[src/design/umode_pkg.sv]
/*
 * Shared types and constants of the user-mode privilege monitor.
 * Holds the mode, instruction class and rule code enums, the misa,
 * mstatus and dcsr bit positions, exception causes and the SYSTEM
 * instruction encodings. Refer to these with umode_pkg:: scoped names.
 */
`default_nettype none

package umode_pkg;

  localparam int NUM_RULES = 17;
  localparam int XLEN      = 32;
  localparam int CAUSE_W   = 6;

  typedef enum logic [1:0] {
    MODE_U = 2'd0,
    MODE_M = 2'd3
  } priv_mode_e;

  typedef enum logic [2:0] {
    INSN_OTHER,
    INSN_MRET,
    INSN_DRET,
    INSN_WFI,
    INSN_ECALL,
    INSN_EBREAK,
    INSN_URET,
    INSN_CSR
  } insn_class_e;

  // codes 0 to 11 are per retirement, 12 to 16 span two retirements
  typedef enum logic [4:0] {
    RULE_MISA,
    RULE_MODE_SUPPORTED,
    RULE_MPP_LEGAL,
    RULE_SPP_ZERO,
    RULE_UMODE_MPRV,
    RULE_DMODE_MMODE,
    RULE_EXT_BITS,
    RULE_MRET_MPRV,
    RULE_WFI_TW,
    RULE_URET,
    RULE_ECALL,
    RULE_UCSR_ACCESS,
    RULE_RESET_MMODE,
    RULE_TRAP_MMODE,
    RULE_MRET_RESUME,
    RULE_DRET_RESUME,
    RULE_EBREAKU
  } rule_e;

  localparam int MISA_U_POS = 20;
  localparam int MISA_S_POS = 18;
  localparam int MISA_N_POS = 13;

  // mstatus fields
  localparam int MPP_POS  = 11;
  localparam int SPP_POS  = 8;
  localparam int MPRV_POS = 17;
  localparam int TW_POS   = 21;
  localparam int XS_POS   = 15;
  localparam int FS_POS   = 13;
  localparam int SD_POS   = 31;

  // dcsr fields
  localparam int PRV_POS     = 0;
  localparam int EBREAKU_POS = 12;

  localparam logic [CAUSE_W-1:0] EXC_INSTR_FAULT     = 6'd1;
  localparam logic [CAUSE_W-1:0] EXC_ILLEGAL         = 6'd2;
  localparam logic [CAUSE_W-1:0] EXC_BREAKPOINT      = 6'd3;
  localparam logic [CAUSE_W-1:0] EXC_ECALL_U         = 6'd8;
  localparam logic [CAUSE_W-1:0] EXC_INSTR_BUS       = 6'd24;
  localparam logic [CAUSE_W-1:0] EXC_INSTR_INTEGRITY = 6'd25;

  localparam logic [XLEN-1:0] MRET_INSN   = 32'h3020_0073;
  localparam logic [XLEN-1:0] DRET_INSN   = 32'h7b20_0073;
  localparam logic [XLEN-1:0] WFI_INSN    = 32'h1050_0073;
  localparam logic [XLEN-1:0] ECALL_INSN  = 32'h0000_0073;
  localparam logic [XLEN-1:0] EBREAK_INSN = 32'h0010_0073;
  localparam logic [XLEN-1:0] URET_INSN   = 32'h0020_0073;
  localparam logic [6:0]      SYSTEM_OPCODE = 7'b1110011;

endpackage

`default_nettype wire

[src/design/insn_classifier.sv]
/*
 * Classifies the retired instruction of the current trace beat.
 * Revoked (fetch fault) and trigger-hit instructions count as INSN_OTHER.
 * Also flags an illegal-instruction exception and the exceptions that
 * take priority over it.
 */
`default_nettype none

module insn_classifier (
  input  logic                          rvfi_valid,
  input  logic [umode_pkg::XLEN-1:0]    rvfi_insn,
  input  logic                          trap_valid,
  input  logic                          trap_exception,
  input  logic                          trap_debug,
  input  logic [umode_pkg::CAUSE_W-1:0] exc_cause,
  output umode_pkg::insn_class_e        insn_class,
  output logic                          illegal_insn,
  output logic                          higher_exc
);

  logic revoked;
  logic triggered;
  logic is_csr;

  assign revoked = trap_exception &&
                   (exc_cause inside {umode_pkg::EXC_INSTR_FAULT, umode_pkg::EXC_INSTR_BUS});

  // debug entry from ebreak with ebreaku is no trigger
  assign triggered = trap_valid && trap_debug && !trap_exception &&
                     (rvfi_insn != umode_pkg::EBREAK_INSN);

  assign is_csr = (rvfi_insn[6:0] == umode_pkg::SYSTEM_OPCODE) &&
                  (rvfi_insn[14:12] != 3'd0) && (rvfi_insn[14:12] != 3'd4);

  assign illegal_insn = trap_valid && trap_exception && (exc_cause == umode_pkg::EXC_ILLEGAL);

  assign higher_exc = trap_exception &&
                      (exc_cause inside {umode_pkg::EXC_INSTR_FAULT, umode_pkg::EXC_INSTR_BUS,
                                         umode_pkg::EXC_INSTR_INTEGRITY});

  always_comb begin
    insn_class = umode_pkg::INSN_OTHER;
    if (rvfi_valid && !revoked && !triggered) begin
      case (rvfi_insn)
        umode_pkg::MRET_INSN:   insn_class = umode_pkg::INSN_MRET;
        umode_pkg::DRET_INSN:   insn_class = umode_pkg::INSN_DRET;
        umode_pkg::WFI_INSN:    insn_class = umode_pkg::INSN_WFI;
        umode_pkg::ECALL_INSN:  insn_class = umode_pkg::INSN_ECALL;
        umode_pkg::EBREAK_INSN: insn_class = umode_pkg::INSN_EBREAK;
        umode_pkg::URET_INSN:   insn_class = umode_pkg::INSN_URET;
        default: begin
          if (is_csr) begin
            insn_class = umode_pkg::INSN_CSR;
          end
        end
      endcase
    end
  end

endmodule

`default_nettype wire

[src/design/mode_tracker.sv]
/*
 * Keeps the facts of the last retirement for the two-retirement rules.
 * Updates on every rvfi_valid beat and holds otherwise. Predicts the
 * mode the next retirement should run in.
 */
`default_nettype none

module mode_tracker (
  input  logic                       clk_i,
  input  logic                       rst_n,
  input  logic                       rvfi_valid,
  input  umode_pkg::priv_mode_e      rvfi_mode,
  input  logic                       rvfi_dbg_mode,
  input  logic                       trap_valid,
  input  logic                       trap_exception,
  input  umode_pkg::insn_class_e     insn_class,
  input  logic [umode_pkg::XLEN-1:0] mstatus_rdata,
  input  logic [umode_pkg::XLEN-1:0] dcsr_rdata,
  output logic                       prev_valid,
  output logic                       first_after_reset,
  output umode_pkg::insn_class_e     prev_class,
  output logic                       prev_trap,
  output logic                       prev_dbg_mode,
  output logic                       prev_ebreaku,
  output umode_pkg::priv_mode_e      prev_mode,
  output umode_pkg::priv_mode_e      expected_mode
);

  typedef enum logic {
    TRK_RESET,
    TRK_RUN
  } trk_state_e;

  trk_state_e            state;
  umode_pkg::priv_mode_e next_mode;

  // dcsr.prv also governs the exit from any debug-mode retirement
  always_comb begin
    if ((insn_class == umode_pkg::INSN_MRET) && !trap_exception) begin
      next_mode = umode_pkg::priv_mode_e'(mstatus_rdata[umode_pkg::MPP_POS +: 2]);
    end else if (((insn_class == umode_pkg::INSN_DRET) || rvfi_dbg_mode) && !trap_exception) begin
      next_mode = umode_pkg::priv_mode_e'(dcsr_rdata[umode_pkg::PRV_POS +: 2]);
    end else if (trap_valid) begin
      next_mode = umode_pkg::MODE_M;
    end else begin
      next_mode = rvfi_mode;
    end
  end

  always_ff @(posedge clk_i or negedge rst_n) begin
    if (!rst_n) begin
      state <= TRK_RESET;
    end else if (rvfi_valid) begin
      state <= TRK_RUN;
    end
  end

  always_ff @(posedge clk_i) begin
    if (rvfi_valid) begin
      prev_class    <= insn_class;
      prev_trap     <= trap_valid;
      prev_dbg_mode <= rvfi_dbg_mode;
      prev_ebreaku  <= dcsr_rdata[umode_pkg::EBREAKU_POS];
      prev_mode     <= rvfi_mode;
      expected_mode <= next_mode;
    end
  end

  assign prev_valid        = (state == TRK_RUN);
  assign first_after_reset = (state == TRK_RESET);

endmodule

`default_nettype wire

[src/design/static_rules.sv]
/*
 * Per-retirement privilege checks, combinational.
 * Bit i of static_hit is rule code i (RULE_MISA up to RULE_UCSR_ACCESS)
 * and is only set in a cycle with rvfi_valid.
 */
`default_nettype none

module static_rules (
  input  logic                          rvfi_valid,
  input  umode_pkg::priv_mode_e         rvfi_mode,
  input  logic                          rvfi_dbg_mode,
  input  logic                          trap_valid,
  input  logic                          trap_exception,
  input  logic [umode_pkg::CAUSE_W-1:0] exc_cause,
  input  umode_pkg::insn_class_e        insn_class,
  input  logic                          illegal_insn,
  input  logic                          higher_exc,
  input  logic [umode_pkg::XLEN-1:0]    rvfi_insn,
  input  logic [umode_pkg::XLEN-1:0]    mstatus_rdata,
  input  logic [umode_pkg::XLEN-1:0]    mstatus_wdata,
  input  logic [umode_pkg::XLEN-1:0]    mstatus_wmask,
  input  logic [umode_pkg::XLEN-1:0]    misa_rdata,
  output logic [11:0]                   static_hit
);

  logic [umode_pkg::XLEN-1:0] mstatus_post;
  logic [1:0]                 mpp_post;
  logic                       in_umode;
  logic                       legal_trap;
  logic                       ecall_ok;
  logic                       mret_to_u;

  assign mstatus_post = (mstatus_wdata & mstatus_wmask) | (mstatus_rdata & ~mstatus_wmask);
  assign mpp_post     = mstatus_post[umode_pkg::MPP_POS +: 2];
  assign in_umode     = (rvfi_mode == umode_pkg::MODE_U);

  // exactly one of illegal or a higher priority fault
  assign legal_trap = illegal_insn ^ higher_exc;

  assign ecall_ok = trap_valid && trap_exception &&
                    (exc_cause inside {umode_pkg::EXC_ECALL_U, umode_pkg::EXC_INSTR_FAULT,
                                       umode_pkg::EXC_ILLEGAL, umode_pkg::EXC_INSTR_BUS,
                                       umode_pkg::EXC_INSTR_INTEGRITY});

  assign mret_to_u = (insn_class == umode_pkg::INSN_MRET) && !trap_valid &&
                     (mstatus_rdata[umode_pkg::MPP_POS +: 2] != umode_pkg::MODE_M);

  always_comb begin
    static_hit = '0;
    if (rvfi_valid) begin
      static_hit[0] = !misa_rdata[umode_pkg::MISA_U_POS] || misa_rdata[umode_pkg::MISA_S_POS] ||
                      misa_rdata[umode_pkg::MISA_N_POS];
      static_hit[1] = !(rvfi_mode inside {umode_pkg::MODE_U, umode_pkg::MODE_M});
      static_hit[2] = !(mpp_post inside {umode_pkg::MODE_U, umode_pkg::MODE_M});
      static_hit[3] = mstatus_rdata[umode_pkg::SPP_POS];
      static_hit[4] = in_umode && mstatus_rdata[umode_pkg::MPRV_POS];
      static_hit[5] = rvfi_dbg_mode && (rvfi_mode != umode_pkg::MODE_M);
      static_hit[6] = (mstatus_rdata[umode_pkg::XS_POS +: 2] != 2'b00) ||
                      (mstatus_rdata[umode_pkg::FS_POS +: 2] != 2'b00) ||
                      mstatus_rdata[umode_pkg::SD_POS];
      // mprv must be written, and written as zero
      static_hit[7] = mret_to_u && (!mstatus_wmask[umode_pkg::MPRV_POS] ||
                                    mstatus_wdata[umode_pkg::MPRV_POS]);
      static_hit[8] = in_umode && (insn_class == umode_pkg::INSN_WFI) &&
                      mstatus_rdata[umode_pkg::TW_POS] && !legal_trap;
      static_hit[9] = in_umode && (insn_class == umode_pkg::INSN_URET) && !legal_trap;
      static_hit[10] = in_umode && (insn_class == umode_pkg::INSN_ECALL) && !ecall_ok;
      // csr address bits 29:28 give the lowest privilege allowed
      static_hit[11] = in_umode && (insn_class == umode_pkg::INSN_CSR) &&
                       (rvfi_insn[29:28] != 2'b00) && !legal_trap;
    end
  end

endmodule

`default_nettype wire

[src/design/sequence_rules.sv]
/*
 * Checks that relate the current retirement to the previous one.
 * seq_hit bit 0 is RULE_RESET_MMODE, bit 4 is RULE_EBREAKU.
 * Previous-retirement facts come from mode_tracker.
 */
`default_nettype none

module sequence_rules (
  input  logic                   rvfi_valid,
  input  umode_pkg::priv_mode_e  rvfi_mode,
  input  logic                   rvfi_dbg_mode,
  input  logic                   intr_valid,
  input  logic                   first_after_reset,
  input  logic                   prev_valid,
  input  umode_pkg::insn_class_e prev_class,
  input  logic                   prev_trap,
  input  logic                   prev_dbg_mode,
  input  logic                   prev_ebreaku,
  input  umode_pkg::priv_mode_e  prev_mode,
  input  umode_pkg::priv_mode_e  expected_mode,
  output logic [4:0]             seq_hit
);

  logic follows;
  logic off_expected;

  assign follows      = rvfi_valid && prev_valid;
  assign off_expected = (rvfi_mode != expected_mode) && !intr_valid;

  always_comb begin
    seq_hit = '0;
    seq_hit[0] = rvfi_valid && first_after_reset && (rvfi_mode != umode_pkg::MODE_M);
    if (follows) begin
      seq_hit[1] = prev_trap && (rvfi_mode != umode_pkg::MODE_M);
      // mret resume, only outside debug on both sides
      seq_hit[2] = (prev_class == umode_pkg::INSN_MRET) && !prev_trap && !prev_dbg_mode &&
                   !rvfi_dbg_mode && off_expected;
      // leaving debug mode
      seq_hit[3] = prev_dbg_mode && !rvfi_dbg_mode && off_expected;
      seq_hit[4] = (prev_class == umode_pkg::INSN_EBREAK) &&
                   (prev_mode == umode_pkg::MODE_U) && prev_ebreaku && !rvfi_dbg_mode;
    end
  end

endmodule

`default_nettype wire

[src/design/violation_reporter.sv]
/*
 * Registers the combined rule hits into one-cycle violation pulses.
 * Holds a sticky flag and the lowest rule code of the first violating
 * retirement, both until reset.
 */
`default_nettype none

module violation_reporter (
  input  logic                            clk_i,
  input  logic                            rst_n,
  input  logic [umode_pkg::NUM_RULES-1:0] rule_hit,
  output logic [umode_pkg::NUM_RULES-1:0] violation,
  output logic                            violation_seen,
  output umode_pkg::rule_e                first_rule
);

  umode_pkg::rule_e lowest_rule;

  // scan down so the lowest set index wins
  always_comb begin
    lowest_rule = umode_pkg::RULE_MISA;
    for (int i = umode_pkg::NUM_RULES - 1; i >= 0; i--) begin
      if (rule_hit[i]) begin
        lowest_rule = umode_pkg::rule_e'(i[4:0]);
      end
    end
  end

  always_ff @(posedge clk_i or negedge rst_n) begin
    if (!rst_n) begin
      violation      <= '0;
      violation_seen <= 1'b0;
      first_rule     <= umode_pkg::RULE_MISA;
    end else begin
      violation <= rule_hit;
      if (|rule_hit) begin
        violation_seen <= 1'b1;
        if (!violation_seen) begin
          first_rule <= lowest_rule;
        end
      end
    end
  end

endmodule

`default_nettype wire

[src/design/umode_monitor.sv]
/*
 * Top of the user-mode privilege monitor.
 * Feed one retirement trace beat per rvfi_valid cycle. A broken rule
 * shows as a one-cycle pulse on its violation bit in the next cycle,
 * together with violation_seen and first_rule.
 */
`default_nettype none

module umode_monitor (
  input  logic                            clk_i,
  input  logic                            rst_n,
  input  logic                            rvfi_valid,
  input  umode_pkg::priv_mode_e           rvfi_mode,
  input  logic [umode_pkg::XLEN-1:0]      rvfi_insn,
  input  logic                            rvfi_dbg_mode,
  input  logic                            trap_valid,
  input  logic                            trap_exception,
  input  logic                            trap_debug,
  input  logic [umode_pkg::CAUSE_W-1:0]   exc_cause,
  input  logic                            intr_valid,
  input  logic [umode_pkg::XLEN-1:0]      mstatus_rdata,
  input  logic [umode_pkg::XLEN-1:0]      mstatus_wdata,
  input  logic [umode_pkg::XLEN-1:0]      mstatus_wmask,
  input  logic [umode_pkg::XLEN-1:0]      dcsr_rdata,
  input  logic [umode_pkg::XLEN-1:0]      misa_rdata,
  output logic [umode_pkg::NUM_RULES-1:0] violation,
  output logic                            violation_seen,
  output umode_pkg::rule_e                first_rule
);

  umode_pkg::insn_class_e insn_class;
  logic                   illegal_insn;
  logic                   higher_exc;

  logic                   prev_valid;
  logic                   first_after_reset;
  umode_pkg::insn_class_e prev_class;
  logic                   prev_trap;
  logic                   prev_dbg_mode;
  logic                   prev_ebreaku;
  umode_pkg::priv_mode_e  prev_mode;
  umode_pkg::priv_mode_e  expected_mode;

  logic [11:0]            static_hit;
  logic [4:0]             seq_hit;

  insn_classifier u_classifier (
    .rvfi_valid     (rvfi_valid),
    .rvfi_insn      (rvfi_insn),
    .trap_valid     (trap_valid),
    .trap_exception (trap_exception),
    .trap_debug     (trap_debug),
    .exc_cause      (exc_cause),
    .insn_class     (insn_class),
    .illegal_insn   (illegal_insn),
    .higher_exc     (higher_exc)
  );

  mode_tracker u_tracker (
    .clk_i             (clk_i),
    .rst_n             (rst_n),
    .rvfi_valid        (rvfi_valid),
    .rvfi_mode         (rvfi_mode),
    .rvfi_dbg_mode     (rvfi_dbg_mode),
    .trap_valid        (trap_valid),
    .trap_exception    (trap_exception),
    .insn_class        (insn_class),
    .mstatus_rdata     (mstatus_rdata),
    .dcsr_rdata        (dcsr_rdata),
    .prev_valid        (prev_valid),
    .first_after_reset (first_after_reset),
    .prev_class        (prev_class),
    .prev_trap         (prev_trap),
    .prev_dbg_mode     (prev_dbg_mode),
    .prev_ebreaku      (prev_ebreaku),
    .prev_mode         (prev_mode),
    .expected_mode     (expected_mode)
  );

  static_rules u_static (
    .rvfi_valid     (rvfi_valid),
    .rvfi_mode      (rvfi_mode),
    .rvfi_dbg_mode  (rvfi_dbg_mode),
    .trap_valid     (trap_valid),
    .trap_exception (trap_exception),
    .exc_cause      (exc_cause),
    .insn_class     (insn_class),
    .illegal_insn   (illegal_insn),
    .higher_exc     (higher_exc),
    .rvfi_insn      (rvfi_insn),
    .mstatus_rdata  (mstatus_rdata),
    .mstatus_wdata  (mstatus_wdata),
    .mstatus_wmask  (mstatus_wmask),
    .misa_rdata     (misa_rdata),
    .static_hit     (static_hit)
  );

  sequence_rules u_sequence (
    .rvfi_valid        (rvfi_valid),
    .rvfi_mode         (rvfi_mode),
    .rvfi_dbg_mode     (rvfi_dbg_mode),
    .intr_valid        (intr_valid),
    .first_after_reset (first_after_reset),
    .prev_valid        (prev_valid),
    .prev_class        (prev_class),
    .prev_trap         (prev_trap),
    .prev_dbg_mode     (prev_dbg_mode),
    .prev_ebreaku      (prev_ebreaku),
    .prev_mode         (prev_mode),
    .expected_mode     (expected_mode),
    .seq_hit           (seq_hit)
  );

  // rule codes 12 to 16 sit above the per-retirement ones
  violation_reporter u_reporter (
    .clk_i          (clk_i),
    .rst_n          (rst_n),
    .rule_hit       ({seq_hit, static_hit}),
    .violation      (violation),
    .violation_seen (violation_seen),
    .first_rule     (first_rule)
  );

endmodule

`default_nettype wire

[config.mk]
export PLATFORM = sky130hd
export DESIGN_NAME = umode_monitor
export DESIGN_NICKNAME = d
export VERILOG_FILES = /design/src/design/umode_pkg.sv /design/src/design/insn_classifier.sv /design/src/design/mode_tracker.sv /design/src/design/static_rules.sv /design/src/design/sequence_rules.sv /design/src/design/violation_reporter.sv /design/src/design/umode_monitor.sv
export SDC_FILE = /design/constraint.sdc
export NUM_CORES = 1
export LEC_CHECK = 0
export BUFFER_PORTS_ARGS = -buffer_cell sky130_fd_sc_hd__buf_2
export CORE_AREA = 2 2 89 91
export CTS_BUF_LIST = sky130_fd_sc_hd__clkbuf_16
export CTS_CLUSTER_SIZE = 25
export DETAILED_ROUTE_END_ITERATION = 10
export DIE_AREA = 0 0 91 93
export MAX_ROUTING_LAYER = met4
export PLACE_DENSITY = 0.67
export SLEW_MARGIN = 40
export SYNTH_ARGS = -nofsm -noshare
export SYNTH_HDL_FRONTEND = slang
export SYNTH_HIERARCHICAL = 1
export SYNTH_SLANG_ARGS = --single-unit
[constraint.sdc]
create_clock -name clk_i -period 5.1 [get_ports clk_i]
set_clock_uncertainty 0.1 [all_clocks]
set_input_delay 1.275 -clock clk_i [delete_from_list [all_inputs] [get_ports clk_i]]
set_output_delay 1.275 -clock clk_i [all_outputs]
set_load 0.005 [all_outputs]
==> flow_summary.toml, run 1 <==
[timing]
min_period_ns = 4.35
rsz0062_at_grt = "false"
setup_ws_ns = 0.749
finalSetupViolations = 0
clock.fmax_ghz = 0.230
setup_tns_ns = 0
hold-worst-slack_ns = 0.367
maxSlewViolCount = 0
fin_crit_sh_pct = 85.3
relSlewSlack_pct = 58.8
hold_violations = 0
worst_pin_slew_ns = 0.610

[synthesis]
yosys-top-cells-count = "dfrtp_1, nand2_1, nor2_1, a21oi_1"
synth_nets = 402
synth-main-ff-cell = "dfrtp_1"
ys_types = 55
synth_most_common_cell = "dfrtp_1"
ys_ff_latch = 34
synth_edf_count = 10
ys_warn_count = 6
synth-async-reset-ratio_pct = 70.6
synthCells = 192
synth_area_leader_cell = "dfrtp_1"
synth_top_area_share_pct = 30.9
avgSynthCellArea_um2 = 10.1
netlist_area_um2 = 1940
yosys-top-cells-area = "dfrtp_1, edfxtp_1, nand2_1, nor2_1, a21oi_1"
seq_area_frac_synth_pct = 46.4

[critical_path]
cp-end-kind = "flop"
crit_top_cell = "a211oi_1"
arrival_ns = 4.41
critPathKind = "in -> reg"
cp_max_fo = 7
cp-startpoint = "rvfi_insn[14]"
r2r-start = "u_tracker/prev_valid"
worstPathRequired_ns = 5.16
worstPathCellList = "buf_2 -> nor4_1 -> nand4_1 -> nor3_1 -> a21oi_2 -> a21oi_1 -> nor3b_1 -> nand3_1 -> a211oi_1 -> buf_4 -> or4_4 -> nor3_4 -> a21o_4 -> a211oi_1 -> a22o_1"
cp-start-kind = "input pin"
slowest_stage = "or4_4"
reg2regPathDepth = 7
cp_slowest_stage_delay_ns = 0.53

[global_route]
grt_pass1_vias = 1811
track_usage_pct = 12.6
grt_pass1_wl_um = 8250
antenna_found_initial = 0
overflow = 0
grt_max_degree = 27

[hold_path]
worstHoldPathType = "reg -> reg"
hp-start = "u_tracker/prev_mode[0]"
min_path_cells = 1

[finish]
nets = 505
fillers = 812
syn2layout_area_growth_pct = 39.3
drive_above_1_share_pct = 41.2
instances_no_fill = 398
diodes = 0
final_cell_area_um2 = 2700

[place]
post-place-ws_ns = 0.453
dpl_cell_area_um2 = 2560
portBuffers = 92
hpwl_um = 4190
gp_congestion = 0.781
dp_cells = 390

[flow_run]
cap_violations = 0

[route]
via_count = 1898
wl_um = 5140
drc_errors = 0
drt-pass1-iter-count = 4
dr.first_iter.drc_count = 83
via_per_inst = 4.77
antenna_left = 0
post_drt_wl_per_cell_um = 12.9

[clock_tree]
hold_buffers = 0
clock_sinks = 34
cts_resized = 0
root_buffer = "clkbuf_16"
path_clk_slew_ns = 0.05
htree_levels = 2
postCtsSetupBuffers = 0
cts-buffers-inserted = 5
cts.path.max_buffers = 2
cts_tree = "done"
clk_latency_ns = 0.27

[floorplan]
core_um2 = 7530
fp.dieW_um = 91
die_y_um = 93
initial_utilization_pct = 25.8
dieArea_um2 = 8460
io_pins = 231
rows = 32

[power]
power.density_nw_per_um2 = 249
ir_drop_v = 0.000101
p_leak_nw = 1.24

[outcome]
status = "finished clean"
## final cells by class
| type | count | area (µm²) | area share, % |
|---|---|---|---|
| Multi-Input combinational cell | 147 | 997 | 36.9 |
| Sequential cell | 34 | 901 | 33.3 |
| Timing Repair Buffer | 97 | 498 | 18.4 |
| Tap cell | 102 | 128 | 4.72 |
| Clock buffer | 5 | 125 | 4.63 |
| Inverter | 10 | 37.5 | 1.39 |
| Clock inverter | 3 | 16.3 | 0.602 |
## cells by family after synthesis
kind of cell               after synthesis  synth area share, %
DFF                                     34                 46.4
adders and majority gates                2                 1.29
muxes                                    3                 1.61
xor gates and xnor gates                 5                 2.26
buffers and inverters                   11                 2.19
AOI/OAI and AO/OA                       41                 14.9
and+or+nand+nor                         96                 31.3
## flip-flops by register name, indices dropped and copies added, names as in the netlist
signal and cells:
u_reporter/violation 17, u_reporter/first_rule 5, u_tracker/prev_class 3, u_tracker/expected_mode 2, u_tracker/prev_mode 2, u_reporter/violation_seen 1, u_tracker/prev_dbg_mode 1, u_tracker/prev_ebreaku 1
u_tracker/prev_trap 1, u_tracker/prev_valid 1
## layer usage
layer	track usage (%)	up-vias	routed length, µm
met5	-	-	0
met4	4.17	0	11
met3	2.34	2	352
met2	20.8	86	2390
met1	15.7	876	2390
li1	-	934	-
## power breakdown
group          leakage, nW  switching (mW)  internal (mW)  total [mW]
Clock               0.0672           0.101          0.178       0.279
Sequential           0.410         0.00467          0.295       0.299
Combinational        0.766          0.0496         0.0456      0.0952
Total                 1.24           0.156          0.518       0.673
## stage by stage
step	util (%)	total power [mW]
after floorplan	-	0.344
after global placement	34.0	0.398
after detailed placement	34.0	0.400
after CTS	35.9	0.682
after global routing	35.9	0.705
final	35.9	0.673
## layout by cell type (no fill, tap or decap), types with 3 or more instances in the layout
cell,count
a211oi_1,5
a21oi_1,11
and2_1,3
and3_1,4
buf_2,92
buf_4,5
clkbuf_16,5
dfrtp_1,24
edfxtp_1,10
inv_1,10
nand2_1,18
nand3_1,5
nor2_1,18
nor3_1,4
nor4_1,7
nor4b_1,6
o21ai_0,6
o31ai_1,5
or4_1,3
xnor2_1,3
## worst paths after layout
kind                                       endpoint  slack, ns
max                        u_reporter/first_rule[0]       0.75
min                        u_reporter/violation[16]       0.37
max reg2reg                u_reporter/first_rule[0]       2.84
min reg2reg                u_reporter/violation[16]       0.37
max in group asynchronous  u_reporter/first_rule[0]       3.69
min in group asynchronous   u_reporter/violation[7]       0.87
## worst max-delay path: cells and delay by family
family	cells	cell delay [ns]
AO/OA/AOI/OAI	6	1.04
buffers and inverters	2	0.27
AND/OR/NAND/NOR	7	1.82
(Power assumes the default switching activity.)
==> inputs of run 2 (changes only) <==
Settings changed: PLACE_DENSITY 0.67 to 0.69.
Clock period 5.1 ns to 3.75 ns, I/O delays scaled along.
==> run 2 against run 1 <==
Die area unchanged. Cell count increased by 8.3%. Clock-buffer cell count did not move. Sequential cell count unchanged. Largest cell class unchanged. Global-route usage is 1.0 points higher. Hold slack gained 0.011 ns.
==> flow_summary.toml, run 2 (synthesized netlist as in run 1, its figures left out) <==
[route]
dr.first_iter.drc_count = 122
antenna_left = 0
drc_errors = 0
drt-pass1-iter-count = 4
via_count = 2028
via_per_inst = 4.71
wl_um = 5470
post_drt_wl_per_cell_um = 12.7

[finish]
top_register = "u_reporter/violation"
final_common_cell = "buf_2"
largest_reg_flops = 17
diodes = 0
postLayoutCoreUtil_pct = 40.2
final_cell_mix = "buf_2, buf_4, dfrtp_1"
fillers = 773
drive_above_1_share_pct = 50.5
top_regs = "u_reporter/violation: 17 flops, u_reporter/first_rule: 5 flops, u_tracker/prev_class: 3 flops"
syn2layout_area_growth_pct = 55.9
final_cell_area_um2 = 3030
nets = 538

[timing]
worst_pin_slew_ns = 0.569
relSlewSlack_pct = 61.5
finalSetupViolations = 0
hold_violations = 0
min_period_ns = 3.62
maxSlewViolCount = 0
clock.fmax_ghz = 0.276
setup_tns_ns = 0
fin_crit_sh_pct = 96.6

[critical_path]
critPathKind = "in -> reg"
r2r_slack_ns = 1.51
r2r-start = "u_tracker/expected_mode[1]"
worstPathRequired_ns = 3.82
arrival_ns = 3.70
cp-end-kind = "flop"
cp-startpoint = "exc_cause[1]"
cp-start-kind = "input pin"
cp_max_fo = 5

[hold_path]
worstHoldPathType = "reg -> reg"
hp-start = "u_reporter/first_rule[2]"

[place]
dpl_cell_area_um2 = 2790
gp_congestion = 0.792
portBuffers = 92
hpwl_um = 4410

[outcome]
status = "finished clean"

[clock_tree]
htree_levels = 2
path_clk_slew_ns = 0.05
clock_sinks = 34
cts_tree = "done"
cts-buffers-inserted = 5
root_buffer = "clkbuf_16"
cts.path.max_buffers = 2
clk_latency_ns = 0.28

[power]
ir_drop_v = 0.000135
power.density_nw_per_um2 = 308
p_leak_nw = 1.43

[global_route]
grt_pass1_vias = 1952
antenna_found_initial = 0
grt_pass1_wl_um = 8960
grt_max_degree = 25
track_usage_pct = 13.6
overflow = 0

[floorplan]
rows = 32
core_um2 = 7530
die_y_um = 93
initial_utilization_pct = 25.8
dieArea_um2 = 8460
fp.dieW_um = 91
io_pins = 231

[flow_run]
cap_violations = 0
## run 2: worst paths after layout
kind                                                 end  depth (start not counted)
worst max-delay path            u_reporter/first_rule[2]                         15
worst min-delay path            u_reporter/first_rule[2]                          2
worst max register to register  u_reporter/first_rule[0]                          8
worst min register to register  u_reporter/first_rule[2]                          2
max in group asynchronous        u_reporter/violation[1]                          1
min in group asynchronous           u_tracker/prev_valid                          1
## run 2: report_power, final
group / switching [mW] / internal, mW / total (mW)
Clock: 0.138 / 0.239 / 0.377
Combinational: 0.0743 / 0.0758 / 0.150
Sequential: 0.00590 / 0.401 / 0.406
Total: 0.218 / 0.715 / 0.933
## run 2: through the flow
stage          hold WS, ns  power (mW)  setup slack, ns  instances
2_1_floorplan        0.339       0.469          0.00573        192
3_3_place_gp         0.362       0.553           -0.262        420
3_5_place_dp         0.370       0.557           -0.324        420
4_1_cts              0.383       0.934           0.0263        428
5_1_grt              0.412       0.974          -0.0121        431
6_report             0.378       0.933            0.127        431
## run 2: cell type report
type | instances | area [µm²] | area share (%)
clock buffer | 5 | 125 | 4.14
clock inverter | 3 | 12.5 | 0.414
inverter | 10 | 37.5 | 1.24
multi-input combinational | 147 | 1080 | 35.6
sequential | 34 | 901 | 29.8
tap | 102 | 128 | 4.22
timing repair buffer | 130 | 746 | 24.6
## run 2: timing repair
action	in CTS	in global routing
endpoints found under the hold margin	0	0
endpoints found under the setup margin	1	5
gates resized for setup	1	11
buffers inserted	0	3
hold buffers	0	0
pin swaps	0	10
## run 2: worst max-delay path: stages
cell,delay [ns]
buf_2,0.11
or4b_4,0.54
a21oi_2,0.14
and4b_4,0.23
a21oi_4,0.16
buf_4,0.15
a21oi_4,0.04
nand4b_1,0.20
nor4b_2,0.27
buf_4,0.16
or4_1,0.14
nor2_2,0.05
a21o_4,0.22
buf_4,0.13
o31ai_1,0.23
## run 2: routing by layer
layer / GRT usage [%] / part of all wire, % / up-vias
met5: - / 0 / -
met4: 4.17 / 1.4 / 0
met3: 2.50 / 6.4 / 8
met2: 22.3 / 47 / 95
met1: 17.3 / 45 / 919
li1: - / - / 1006
